`src/rtl/regex_ctrl_pkg.sv`:
```
/* regex controller shared definitions */

package regex_ctrl_pkg;

    // character and memory geometry
    localparam int CHAR_W         = 8;
    localparam int MEM_W          = 64;
    localparam int MEM_ADDR_W     = 11;
    localparam int PTR_W          = 16;
    localparam int CHARS_PER_WORD = MEM_W / CHAR_W;
    localparam int WORD_OFS_W     = $clog2(CHARS_PER_WORD);

    // sliding window seen by the engines
    localparam int WIN_CHARS      = 4;
    localparam int SLOT_W         = $clog2(WIN_CHARS);
    localparam int WIN_W          = WIN_CHARS * CHAR_W;

    // supervisory FSM states
    typedef enum logic [2:0] {
        IDLE,
        FETCH_FIRST,
        FETCH_WORD,
        FETCH_BUFFERED,
        EXECUTE,
        DONE_ACCEPT,
        DONE_REJECT,
        ERROR
    } ctrl_state_t;

    // window fill command
    // LOAD_FIRST is raised while the first word is requested and committed with step
    typedef enum logic [1:0] {
        NONE,
        LOAD_FIRST,
        LOAD_WORD,
        LOAD_BUFFER
    } fill_op_t;

endpackage

```
`src/rtl/char_window.sv`:
```
/* character window and slot flags */

`timescale 1ns/1ps

module char_window
    import regex_ctrl_pkg::*;
(
    input  logic                 clk,
    input  logic                 rst,
    input  fill_op_t             fill_op,
    input  logic                 step,
    input  logic [PTR_W-1:0]     ptr,
    input  logic [PTR_W-1:0]     end_cc_pointer,
    input  logic [WIN_W-1:0]     first_slice,
    input  logic [CHAR_W-1:0]    word_char,
    input  logic [CHAR_W-1:0]    buffered_char,
    input  logic                 single_window_end,
    input  logic [WIN_CHARS-1:0] elaborating_chars,
    output logic [WIN_W-1:0]     window,
    output logic [WIN_CHARS-1:0] window_enable,
    output logic [WIN_CHARS-1:0] window_end,
    output logic                 head_busy
);

    // slot holding the oldest character of the string
    logic [WIN_CHARS-1:0] is_first;
    // slots beyond the end of the string
    logic [WIN_CHARS-1:0] past_end;
    logic [WIN_CHARS-1:0] first_end;
    logic [WIN_CHARS-1:0] first_past;
    logic [WIN_CHARS-1:0] rot_past;
    logic [SLOT_W-1:0]    slot;
    logic [SLOT_W-1:0]    end_slot;
    logic                 first_load;

    function automatic logic [WIN_CHARS-1:0] rotl(input logic [WIN_CHARS-1:0] v);
        return {v[WIN_CHARS-2:0], v[WIN_CHARS-1]};
    endfunction

    assign slot       = ptr[SLOT_W-1:0];
    assign end_slot   = end_cc_pointer[SLOT_W-1:0];
    assign first_load = step && (fill_op == LOAD_FIRST);

    // engines still busy on the head character
    assign head_busy = |(is_first & elaborating_chars);

    // end and past-end flags when the whole string fits the first window
    always_comb
    begin
        first_end  = '0;
        first_past = '0;
        if (single_window_end)
        begin
            first_end[end_slot] = 1'b1;
            for (int i = 0; i < WIN_CHARS; i++)
                first_past[i] = (i > int'(end_slot));
        end
    end

    // past-end spreads one slot per advance from the slot after the end
    assign rot_past = past_end | rotl(past_end) | rotl(window_end);

    always_ff @(posedge clk)
    begin
        if (rst)
        begin
            window_enable <= '0;
            is_first      <= '0;
            window_end    <= '0;
            past_end      <= '0;
        end
        else if (first_load)
        begin
            // the off slot rotates onto the slot being refilled
            window_enable <= {1'b0, {(WIN_CHARS-1){1'b1}}};
            is_first      <= {{(WIN_CHARS-1){1'b0}}, 1'b1};
            window_end    <= first_end;
            past_end      <= first_past;
        end
        else if (step)
        begin
            window_enable <= rotl(window_enable) & ~rot_past;
            is_first      <= rotl(is_first);
            past_end      <= rot_past;
        end
        else if (fill_op == LOAD_WORD || fill_op == LOAD_BUFFER)
        begin
            // new char replaces the stale flag in its slot
            window_end[slot] <= (ptr == end_cc_pointer);
        end
    end

    // character payload
    always_ff @(posedge clk)
    begin
        if (first_load)
            window <= first_slice;
        else if (fill_op == LOAD_WORD)
            window[slot*CHAR_W +: CHAR_W] <= word_char;
        else if (fill_op == LOAD_BUFFER)
            window[slot*CHAR_W +: CHAR_W] <= buffered_char;
    end

    // after the first load the head marker sits on the slot the next fetch refills
    a_first_onehot: assert property (@(posedge clk) disable iff (rst)
        first_load |=> $onehot(is_first) && is_first[slot])
        else $error("first-character flag not one-hot on the refill slot after load");

endmodule

```
`src/rtl/regex_ctrl_top.sv`:
```
/* regex coprocessor control unit */

`timescale 1ns/1ps

module regex_ctrl_top
    import regex_ctrl_pkg::*;
(
    input  logic                  clk,
    input  logic                  rst,
    input  logic                  valid,
    output logic                  ready,
    input  logic [PTR_W-1:0]      start_cc_pointer,
    input  logic [PTR_W-1:0]      end_cc_pointer,
    output logic                  memory_valid,
    input  logic                  memory_ready,
    output logic [MEM_ADDR_W-1:0] memory_addr,
    input  logic [MEM_W-1:0]      memory_data,
    output logic                  engine_start_valid,
    input  logic                  engine_start_ready,
    output logic [WIN_W-1:0]      window,
    output logic [WIN_CHARS-1:0]  window_enable,
    output logic [WIN_CHARS-1:0]  window_end,
    output logic                  new_char,
    output logic                  engine_flush,
    input  logic                  any_accept,
    input  logic                  any_running,
    input  logic                  all_full,
    input  logic [WIN_CHARS-1:0]  elaborating_chars,
    output logic                  done,
    output logic                  accept,
    output logic                  error
);

    // FSM commands
    fill_op_t            fill_op;
    logic                fetch_req;
    logic                step;
    // fetch unit status and data
    logic                fetch_granted;
    logic                at_word_edge;
    logic                start_misaligned;
    logic                single_window_end;
    logic [PTR_W-1:0]    ptr;
    logic [WIN_W-1:0]    first_slice;
    logic [CHAR_W-1:0]   word_char;
    logic [CHAR_W-1:0]   buffered_char;
    // head slot still being worked on
    logic                head_busy;

    run_control u_run_control (
        .clk                (clk),
        .rst                (rst),
        .valid              (valid),
        .ready              (ready),
        .at_word_edge       (at_word_edge),
        .fetch_granted      (fetch_granted),
        .start_misaligned   (start_misaligned),
        .engine_start_ready (engine_start_ready),
        .any_accept         (any_accept),
        .any_running        (any_running),
        .all_full           (all_full),
        .elaborating_chars  (elaborating_chars),
        .head_busy          (head_busy),
        .fill_op            (fill_op),
        .fetch_req          (fetch_req),
        .step               (step),
        .engine_start_valid (engine_start_valid),
        .new_char           (new_char),
        .engine_flush       (engine_flush),
        .done               (done),
        .accept             (accept),
        .error              (error)
    );

    text_fetch u_text_fetch (
        .clk               (clk),
        .rst               (rst),
        .start_cc_pointer  (start_cc_pointer),
        .end_cc_pointer    (end_cc_pointer),
        .fill_op           (fill_op),
        .fetch_req         (fetch_req),
        .step              (step),
        .memory_valid      (memory_valid),
        .memory_ready      (memory_ready),
        .memory_addr       (memory_addr),
        .memory_data       (memory_data),
        .fetch_granted     (fetch_granted),
        .at_word_edge      (at_word_edge),
        .start_misaligned  (start_misaligned),
        .ptr               (ptr),
        .first_slice       (first_slice),
        .word_char         (word_char),
        .buffered_char     (buffered_char),
        .single_window_end (single_window_end)
    );

    char_window u_char_window (
        .clk               (clk),
        .rst               (rst),
        .fill_op           (fill_op),
        .step              (step),
        .ptr               (ptr),
        .end_cc_pointer    (end_cc_pointer),
        .first_slice       (first_slice),
        .word_char         (word_char),
        .buffered_char     (buffered_char),
        .single_window_end (single_window_end),
        .elaborating_chars (elaborating_chars),
        .window            (window),
        .window_enable     (window_enable),
        .window_end        (window_end),
        .head_busy         (head_busy)
    );

endmodule

```
`src/rtl/run_control.sv`:
```
/* coprocessor run control FSM */

`timescale 1ns/1ps

module run_control
    import regex_ctrl_pkg::*;
(
    input  logic                 clk,
    input  logic                 rst,
    input  logic                 valid,
    output logic                 ready,
    input  logic                 at_word_edge,
    input  logic                 fetch_granted,
    input  logic                 start_misaligned,
    input  logic                 engine_start_ready,
    input  logic                 any_accept,
    input  logic                 any_running,
    input  logic                 all_full,
    input  logic [WIN_CHARS-1:0] elaborating_chars,
    input  logic                 head_busy,
    output fill_op_t             fill_op,
    output logic                 fetch_req,
    output logic                 step,
    output logic                 engine_start_valid,
    output logic                 new_char,
    output logic                 engine_flush,
    output logic                 done,
    output logic                 accept,
    output logic                 error
);

    ctrl_state_t state;
    ctrl_state_t state_next;
    // low for the first cycle out of reset, keeps memory and ready quiet
    logic        armed;

    always_ff @(posedge clk)
    begin
        if (rst)
        begin
            state <= IDLE;
            armed <= 1'b0;
        end
        else
        begin
            state <= state_next;
            armed <= 1'b1;
        end
    end

    always_comb
    begin
        state_next         = state;
        fill_op            = NONE;
        fetch_req          = 1'b0;
        step               = 1'b0;
        ready              = 1'b0;
        engine_start_valid = 1'b0;
        new_char           = 1'b0;
        done               = 1'b0;
        accept             = 1'b0;
        error              = 1'b0;
        // engines are flushed during reset and at the end of each run
        engine_flush       = rst;

        unique case (state)
            IDLE:
            begin
                // keep the start word requested, ready mirrors memory
                fill_op   = LOAD_FIRST;
                fetch_req = armed;
                ready     = fetch_granted;
                if (valid && armed && start_misaligned)
                    state_next = ERROR;
                else if (valid && fetch_granted)
                    state_next = FETCH_FIRST;
            end
            FETCH_FIRST:
            begin
                // word arrives now, load all four slots and kick the engines
                fill_op            = LOAD_FIRST;
                step               = 1'b1;
                engine_start_valid = 1'b1;
                state_next         = engine_start_ready ? EXECUTE : ERROR;
            end
            EXECUTE:
            begin
                if (any_accept)
                    state_next = DONE_ACCEPT;
                else if (all_full)
                    state_next = ERROR;
                else if (elaborating_chars == '0)
                    state_next = DONE_REJECT;
                else if (!head_busy)
                begin
                    // head char finished, move on to the next one
                    if (at_word_edge)
                    begin
                        fetch_req = 1'b1;
                        if (fetch_granted)
                        begin
                            step       = 1'b1;
                            new_char   = 1'b1;
                            state_next = FETCH_WORD;
                        end
                    end
                    else
                    begin
                        step       = 1'b1;
                        new_char   = 1'b1;
                        state_next = FETCH_BUFFERED;
                    end
                end
            end
            FETCH_WORD, FETCH_BUFFERED:
            begin
                fill_op = (state == FETCH_WORD) ? LOAD_WORD : LOAD_BUFFER;
                if (any_accept)
                    state_next = DONE_ACCEPT;
                else if (any_running)
                    state_next = EXECUTE;
                else
                    state_next = DONE_REJECT;
            end
            DONE_ACCEPT:
            begin
                done         = 1'b1;
                accept       = 1'b1;
                engine_flush = 1'b1;
                state_next   = IDLE;
            end
            DONE_REJECT:
            begin
                done         = 1'b1;
                engine_flush = 1'b1;
                state_next   = IDLE;
            end
            ERROR:
            begin
                // sticky until reset
                error = 1'b1;
            end
            default:
            begin
                state_next = IDLE;
            end
        endcase
    end

    // a run reports completion once, then goes back to idle
    a_done_single: assert property (@(posedge clk) disable iff (rst) done |=> !done)
        else $error("done held for two cycles");

    a_accept_done: assert property (@(posedge clk) disable iff (rst) accept |-> done)
        else $error("accept without done");

endmodule

```
`src/rtl/text_fetch.sv`:
```
/* text fetch unit */

`timescale 1ns/1ps

module text_fetch
    import regex_ctrl_pkg::*;
(
    input  logic                  clk,
    input  logic                  rst,
    input  logic [PTR_W-1:0]      start_cc_pointer,
    input  logic [PTR_W-1:0]      end_cc_pointer,
    input  fill_op_t              fill_op,
    input  logic                  fetch_req,
    input  logic                  step,
    output logic                  memory_valid,
    input  logic                  memory_ready,
    output logic [MEM_ADDR_W-1:0] memory_addr,
    input  logic [MEM_W-1:0]      memory_data,
    output logic                  fetch_granted,
    output logic                  at_word_edge,
    output logic                  start_misaligned,
    output logic [PTR_W-1:0]      ptr,
    output logic [WIN_W-1:0]      first_slice,
    output logic [CHAR_W-1:0]     word_char,
    output logic [CHAR_W-1:0]     buffered_char,
    output logic                  single_window_end
);

    // holds the last fetched memory word
    logic [MEM_W-1:0]                 word_buf;
    // which window-sized slice of the word holds the start
    logic [WORD_OFS_W-SLOT_W-1:0]     slice_idx;

    assign memory_valid  = fetch_req;
    assign fetch_granted = memory_valid && memory_ready;

    // first request addresses the start word and later ones follow ptr
    assign memory_addr = (fill_op == LOAD_FIRST) ? start_cc_pointer[WORD_OFS_W +: MEM_ADDR_W]
                                                 : ptr[WORD_OFS_W +: MEM_ADDR_W];

    // window must start on a slot-0 boundary
    assign start_misaligned = (start_cc_pointer[SLOT_W-1:0] != '0);

    // next character is the first of a new word
    assign at_word_edge = (ptr[WORD_OFS_W-1:0] == '0);

    // ptr still holds the start while the first word arrives
    assign slice_idx   = ptr[WORD_OFS_W-1:SLOT_W];
    assign first_slice = memory_data[slice_idx*WIN_W +: WIN_W];

    // string ends inside the first window
    assign single_window_end = (ptr[PTR_W-1:SLOT_W] == end_cc_pointer[PTR_W-1:SLOT_W]);

    // character picks straight from memory or from the buffer
    assign word_char     = memory_data[ptr[WORD_OFS_W-1:0]*CHAR_W +: CHAR_W];
    assign buffered_char = word_buf[ptr[WORD_OFS_W-1:0]*CHAR_W +: CHAR_W];

    always_ff @(posedge clk)
    begin
        if (rst)
        begin
            ptr <= '0;
        end
        else
        begin
            unique case (fill_op)
                LOAD_FIRST:
                begin
                    // commit skips past the four preloaded chars
                    if (step)
                        ptr <= ptr + PTR_W'(WIN_CHARS);
                    else if (fetch_granted)
                        ptr <= start_cc_pointer;
                end
                LOAD_WORD, LOAD_BUFFER:
                begin
                    ptr <= ptr + 1'b1;
                end
                default:
                begin
                    ptr <= ptr;
                end
            endcase
        end
    end

    // word buffer refreshed whenever a word lands
    always_ff @(posedge clk)
    begin
        if ((fill_op == LOAD_FIRST && step) || fill_op == LOAD_WORD)
            word_buf <= memory_data;
    end

    // a pending request keeps its address until memory takes it
    a_addr_stable: assert property (@(posedge clk) disable iff (rst)
        memory_valid && !memory_ready |=> !memory_valid || $stable(memory_addr))
        else $error("memory_addr changed while waiting on memory_ready");

endmodule

```
`config.mk`:
```
export PLATFORM = sky130hd
export DESIGN_NAME = regex_ctrl_top
export DESIGN_NICKNAME = d
export VERILOG_FILES = /design/src/rtl/regex_ctrl_pkg.sv /design/src/rtl/char_window.sv /design/src/rtl/regex_ctrl_top.sv /design/src/rtl/run_control.sv /design/src/rtl/text_fetch.sv
export SDC_FILE = /design/constraint.sdc
export NUM_CORES = 1
export LEC_CHECK = 0
export BUFFER_PORTS_ARGS = -buffer_cell sky130_fd_sc_hd__buf_2
export CAP_MARGIN = 20
export CORE_MARGIN = 4
export CORE_UTILIZATION = 49
export CTS_CLUSTER_SIZE = 24
export DETAILED_ROUTE_END_ITERATION = 16
export GPL_TIMING_DRIVEN = 0
export PLACE_DENSITY = 0.84
export SLEW_MARGIN = 20
export SYNTH_ARGS = -nofsm -noshare
export SYNTH_HDL_FRONTEND = slang
export SYNTH_SLANG_ARGS = --single-unit
```
`constraint.sdc`:
```
create_clock -name clk -period 6.23 [get_ports clk]
set_clock_uncertainty 0.05 [all_clocks]
set_input_delay 1.246 -clock clk [delete_from_list [all_inputs] [get_ports clk]]
set_output_delay 1.246 -clock clk [all_outputs]
set_load 0.02 [all_outputs]
```
After elaboration in Yosys (flattened, before gate mapping)

Index checks and enable logic that the tools add are counted.

Register bits: 132
Output and inout bits: 59
Input port bits: 108
Logic and storage cells: 136

Add/sub/neg operators: 3
Bitwise logic cells: 5
$lt $le $gt $ge: 7
Eq/ne operators: 17
Mux-type cells: 60
Shift-type cells: 6
Reduce and logical (&&, ||, !) cells: 27

Operators with widths:

| operator                                                                 | count |
|---|---|
| 64-bit by 7-bit indexed part select with 8-bit output                    | 2 |
| 32-bit two-way mux                                                       | 3 |
| 8-bit by 34-bit indexed part select with 32-bit output                   | 2 |
| 32-bit bitwise mux                                                       | 2 |
| 64-bit by 7-bit indexed part select with 32-bit output                   | 1 |
| 5-bit negator with 34-bit output                                         | 1 |
| 8-bit by 34-bit variable shift with 32-bit output (first input constant) | 1 |
| 3-bit two-way mux                                                        | 11 |
| 16-bit two-way mux                                                       | 2 |
| 16-bit case mux with 2 select lines                                      | 1 |
| 4-bit two-way mux                                                        | 7 |
| 1-bit two-way mux                                                        | 24 |
| 16-bit by 1-bit adder with 16-bit output (second input constant)         | 1 |
| 16-bit by 3-bit adder with 16-bit output (second input constant)         | 1 |
| 16-bit equality test                                                     | 1 |
| 3-bit case mux with 5 select lines                                       | 1 |
| 14-bit equality test                                                     | 1 |
| 3-bit equality test (second input constant)                              | 4 |
| 11-bit two-way mux                                                       | 1 |
| 2-bit OR reduction                                                       | 5 |
| 4-bit AND                                                                | 2 |
| 4-bit bitwise OR                                                         | 2 |
| 2-bit nonzero test                                                       | 4 |
| 1-bit logical AND                                                        | 7 |
| other kinds (27)                                                         | 38 |

Depth between registers and ports, before layout

Depth in word-level cells: 18
Depth in mapped cells: 9
Mapped depth without buffers: 8

By module

Synthesis repeated with hierarchy kept, for this count alone.

Cell total of the unflattened synthesis: 673
Area, all modules: 7,790.0 sq um

Modules (own cells, without submodules):

| module      | cells each | seq. area each (sq um) | times used | area an instance (sq um) |
|---|---|---|---|---|
| text_fetch  | 374        | 2,242.2                | 1          | 4,869.7 |
| char_window | 244        | 1,281.2                | 1          | 2,508.7 |
| run_control | 55         | 80.1                   | 1          | 411.6 |

Least setup slack after synthesis

OpenSTA, ideal clock, no wires.

Kind: register to register
Start: reg u_run_control.state[2]
End: reg u_text_fetch.word_buf[0], enable pin
Required time: 5.605 ns
Setup slack: 0.130 ns
Buffers on the path: 3
Period minus slack after synthesis: 6.100 ns
Arrival time: 5.475 ns
Setup time: 0.575 ns
Cell stages (with the launch flop): 6
Cell sequence: dfxtp_1 -> buf_2 -> nand2b_1 -> buf_2 -> clkbuf_1 -> o21ai_0

Cells in the longest elaborated chain, start to end: 12
Elaborated cells between the ends (all ways): 22
Classes of those cells: eq/ne (6); mux (10); reduce/logical (6)

Ends and longest elaborated chain:

| item                                                            | RTL line           | RTL |
|---|---|---|
| from (decl)                                                     | run_control.sv:32  | `ctrl_state_t state;` |
| from (signal assigned)                                          | run_control.sv:46  | `state <= state_next;` |
| 3-bit equality test / 3-bit logical NOT (equally long branches) | run_control.sv:66  | `unique case (state)` |
| 1-bit case mux with 2 select lines                              | run_control.sv:66  |  |
| 1-bit logical AND                                               | text_fetch.sv:35   | `assign fetch_granted = memory_valid && memory_ready;` |
| 1-bit two-way mux                                               | run_control.sv:100 | `if (fetch_granted)` |
| 1-bit two-way mux                                               | run_control.sv:97  | `if (at_word_edge)` |
| 1-bit two-way mux                                               | run_control.sv:94  | `else if (!head_busy)` |
| 1-bit two-way mux                                               | run_control.sv:92  | `else if (elaborating_chars == '0)` |
| 1-bit two-way mux                                               | run_control.sv:90  | `else if (all_full)` |
| 1-bit two-way mux                                               | run_control.sv:88  | `if (any_accept)` |
| 1-bit case mux with 2 select lines                              | run_control.sv:66  |  |
| 1-bit logical AND                                               | text_fetch.sv:90   | `if ((fill_op == LOAD_FIRST && step) \|\| fill_op == LOAD_WORD)` |
| 1-bit logical OR (*)                                            | text_fetch.sv:90   |  |
| to (signal assigned)                                            | text_fetch.sv:91   | `word_buf <= memory_data;` |
| to (decl)                                                       | text_fetch.sv:30   | `logic [MEM_W-1:0] word_buf;` |

Every way passes the cells marked *; elsewhere a longest branch is shown, timed or not.
A chain may end at the register's enable or synchronous reset.

Worst setup path in the final report

Start: reg u_text_fetch.ptr[1]
End: out new_char

Cells in the longest elaborated chain, start to end: 15

Ends and longest elaborated chain:

| item                               | RTL line             | RTL |
|---|---|---|
| from (decl)                        | text_fetch.sv:22     | `output logic [PTR_W-1:0] ptr,` |
| from (signal assigned)             | text_fetch.sv:71     | `ptr <= ptr + PTR_W'(WIN_CHARS);` |
| from (signal assigned)             | text_fetch.sv:73     | `ptr <= start_cc_pointer;` |
| from (signal assigned)             | text_fetch.sv:77     | `ptr <= ptr + 1'b1;` |
| 3-bit logical NOT (*)              | text_fetch.sv:45     | `assign at_word_edge = (ptr[WORD_OFS_W-1:0] == '0);` |
| 1-bit two-way mux                  | run_control.sv:97    |  |
| 1-bit two-way mux                  | run_control.sv:94    |  |
| 1-bit two-way mux                  | run_control.sv:92    |  |
| 1-bit two-way mux                  | run_control.sv:90    |  |
| 1-bit two-way mux                  | run_control.sv:88    |  |
| 1-bit case mux with 2 select lines | run_control.sv:66    |  |
| 1-bit logical AND                  | text_fetch.sv:35     |  |
| 1-bit two-way mux                  | run_control.sv:100   |  |
| 1-bit two-way mux (*)              | run_control.sv:97    |  |
| 1-bit two-way mux (*)              | run_control.sv:94    |  |
| 1-bit two-way mux (*)              | run_control.sv:92    |  |
| 1-bit two-way mux (*)              | run_control.sv:90    |  |
| 1-bit two-way mux (*)              | run_control.sv:88    |  |
| 1-bit two-way mux (*)              | run_control.sv:66    |  |
| to (decl)                          | regex_ctrl_top.sv:23 | `output logic new_char,` |

Marks and branches as above.

==> summary.txt <==
Clocking
  – Clock-pin slew on the worst setup and hold paths: approximately 60 ps
  – CTS root buffer: clkbuf_16
  – Setup bufs post-CTS: 0
  – CTS resizes: 0
  – CTS tree: yes
  – CTS buffer count: 17
  – Skew-Pair Late Insertion Delay: 420 ps
  – CTS sink cnt: 132
  – # hold bufs at CTS: 0
  – # H-tree levels: 4
  – Buffer levels on the longest clock path: 2

Timing
  – Final-report max-slew violation count: 0
  – Post-route minimum period: 4610 ps
  – Worst slew pin tran: 1000 ps
  – Final worst path period share: 74.0%
  – Slew Limit Headroom: 32.9%
  – Max Clk Rate: between 200 and 250 MHz
  – Setup TNS: 0 ps
  – Setup violators final: 0
  – Setup WS post-layout: 1620 ps
  – Final hold violation count: 0
  – RSZ-0062 raised after global routing: false

Routing
  – Residual DRC: 0
  – Vias per inst: around 6.3
  – Antenna viol nets, final: 0
  – WL final: 21500 um
  – Drt wl/cell: around 22 um
  – Starting DRT DRC Count: 884
  – Routed vias: 6228
  – Drt pass-1 iters: 9

Floorplanning
  – Core area: 0.0140 sq mm
  – Die W: 128 um
  – Num ports: 167
  – Row count: 43
  – Initial core utilization: 50.5%
  – Die height: 128 um
  – Die ar.: 0.0165 sq mm

Synth
  – Post-synthesis sequential area ratio: 50.8%
  – Synth warnings: 0
  – Largest cells by area after synthesis: edfxtp_1 (41%), dfxtp_1 (10%), mux4_2 (7.3%)
  – Synthesized cell area: 0.00710 sq mm
  – Post-synth EDFFs: 96
  – Unique cell type count in the Yosys netlist: 73
  – Synthesized area per cell: 11.7 sq um
  – Post-synth top area cell: edfxtp_1
  – Top cell type's share of synthesized area: 40.6%
  – Synth Flop Type: edfxtp_1
  – Syn nets: 719
  – Synthesized netlist cell count: 605
  – Asr flop ratio synth: 0%
  – Number of synthesized register bits: 132

Worst setup path
  – CP Class: flop to output pin
  – R2R cell count: 8
  – WP data required: between 4000 and 5000 ps
  – Crit end category: output pin
  – CP Launch Type: flop
  – Worst path arrival time: 3310 ps
  – Worst-path maximum fanout: 12

Run status
  – Status: complete, no violations

Global routing
  – Initial antenna violation count: 0
  – Grt total ovfl: 0
  – Largest net degree at the start of global routing: 26
  – Vias in the first global route: 6022
  – GRT Util Overall: 25.7%
  – First-pass GRT wire length: between 30000 and 40000 um

Final layout
  – Non-filler instance count after layout: 983
  – Layout cell share with drive strength beyond 1: 33.5%
  – Final layout net count: 904
  – Area grow syn2layout: 23.6%
  – Post-Route Utilization: 62.5%
  – Ant diodes: 0
  – Fillers: 1083

Placement
  – Hpwl dp: 15500 um
  – Placed cell count: 951
  – Pre-CTS setup slack: 2090 ps
  – Gpl congestion: 0.955
  – PortBufs: between 150 and 200

Power
  – Max VDD drop: between 0.0002 and 0.0003 V
  – P_leak: 3.32 nW
  – Power per standard cell area: 521 mW/mm^2

Flow run
  – Max_cap viols: 0

Worst hold path
  – Hold Path Stages: 2
  – Hold crit path type: flop to flop
-- critical path, stage by stage, from the launching register on --
cell	delay, ps
dfxtp_1	470
buf_1	580
inv_2	330
ha_1	330
nand2b_1	270
o211a_1	340
nand2_2	190
inv_1	190
buf_2	200
-- flip-flops by register name (all words and copies together) (netlist names) --
signal                       flops
u_char_window.is_first           4
u_char_window.past_end           4
u_char_window.window_enable      4
u_run_control.state              3
u_char_window.window            32
u_text_fetch.word_buf           64
u_char_window.window_end         4
u_run_control.armed              1
u_text_fetch.ptr                16
-- path summary, 6_finish.rpt --
check	from	endpoint	slack, ps
max	u_text_fetch.ptr[1]	new_char	1620
min reg2reg	u_char_window.window_enable[3]	u_char_window.window_enable[3]	440
max reg2reg	u_text_fetch.ptr[1]	u_text_fetch.ptr[15]	2770
min	u_char_window.window_enable[3]	u_char_window.window_enable[3]	440
-- stage by stage --
step	total power [mW]	hold WS, ps	cell area, sq um
3_3_place_gp	3.54	418	8140
6_report	4.57	439	8770
2_1_floorplan	2.94	431	7100
3_5_place_dp	3.58	416	8210
4_1_cts	4.55	431	8770
5_1_grt	4.79	453	8770
-- layout by cell type (no fill, tap or decap), types with 4 or more instances in the layout --
master | Yosys | routed
clkbuf_16 | 0 | 17
o21ai_0 | 21 | 20
and3_1 | 8 | 8
nand2b_1 | 4 | 4
or3_1 | 4 | 4
nor3_1 | 22 | 22
a21oi_1 | 25 | 25
mux2i_1 | 41 | 41
nand2_1 | 33 | 33
clkbuf_1 | 22 | 24
nand3_1 | 16 | 16
a31oi_1 | 5 | 5
mux4_2 | 23 | 23
buf_2 | 12 | 176
inv_1 | 13 | 13
a221oi_1 | 4 | 4
dfxtp_1 | 36 | 36
nor2_1 | 36 | 36
o22ai_1 | 33 | 33
nor2b_1 | 4 | 4
o21ai_1 | 8 | 8
nand4_1 | 9 | 9
xnor2_1 | 18 | 18
a211oi_1 | 5 | 5
o211ai_1 | 4 | 4
ha_1 | 6 | 6
o32ai_1 | 5 | 5
clkinv_1 | 0 | 4
o31a_1 | 4 | 4
edfxtp_1 | 96 | 96
mux2_2 | 17 | 17
a22oi_1 | 4 | 4
-- cells by family (layout without fill, tap and decap cells) --
group                      Yosys count  after routing  synth area share (%)
xor gates and xnor gates            18             18                  2.22
adders and majority gates            6              6                  1.06
buffers and inverters               57            255                  3.67
DFF                                132            132                  50.8
AOI/OAI and AO/OA                  149            149                  14.4
and+or+nand+nor                    162            162                  12.1
muxes                               81             81                  15.8
-- final cells by class --
| cell class | instances | area (sq um) | area share (%) |
|---|---|---|---|
| well taps | 180 | 225 | 2.57 |
| multi-input cells | 416 | 3240 | 37.0 |
| plain buffers | 43 | 208 | 2.37 |
| repair buffers | 166 | 876 | 9.98 |
| clock buffers | 19 | 433 | 4.93 |
| flip-flops and latches | 132 | 3600 | 41.1 |
| inverters | 14 | 52.6 | 0.599 |
| clock inverters | 13 | 133 | 1.51 |
-- report_power, final --
part | total (mW) | switching (mW) | internal (mW)
sequential | 1.46 | 0.125 | 1.33
clock | 0.962 | 0.376 | 0.586
combinational | 2.15 | 1.35 | 0.800
total | 4.57 | 1.85 | 2.72
-- Yosys cell counts, drive strengths merged (8+ instances only) --
library cell / instances
nand4: 10
inv: 14
nand2: 34
xnor2: 18
nor2: 37
mux4: 23
mux2: 17
o22ai: 33
clkbuf: 23
a21oi: 27
and3: 8
dfxtp: 36
mux2i: 41
o21ai: 30
nand3: 16
buf: 20
edfxtp: 96
nor3: 22
-- routing by layer --
| layer | track usage (%) | up-vias | part of all wire, % | routed length (um) |
|---|---|---|---|---|
| met5 | 0 | - | 0 | 0 |
| met1 | 34.8 | 2937 | 39 | 8300 |
| met2 | 40.9 | 462 | 47 | 10100 |
| li1 | - | 2761 | - | - |
| met3 | 6.23 | 68 | 12 | 2560 |
| met4 | 8.74 | 0 | 2.8 | 606 |
No activity file was read; power rests on OpenSTA's default activity.
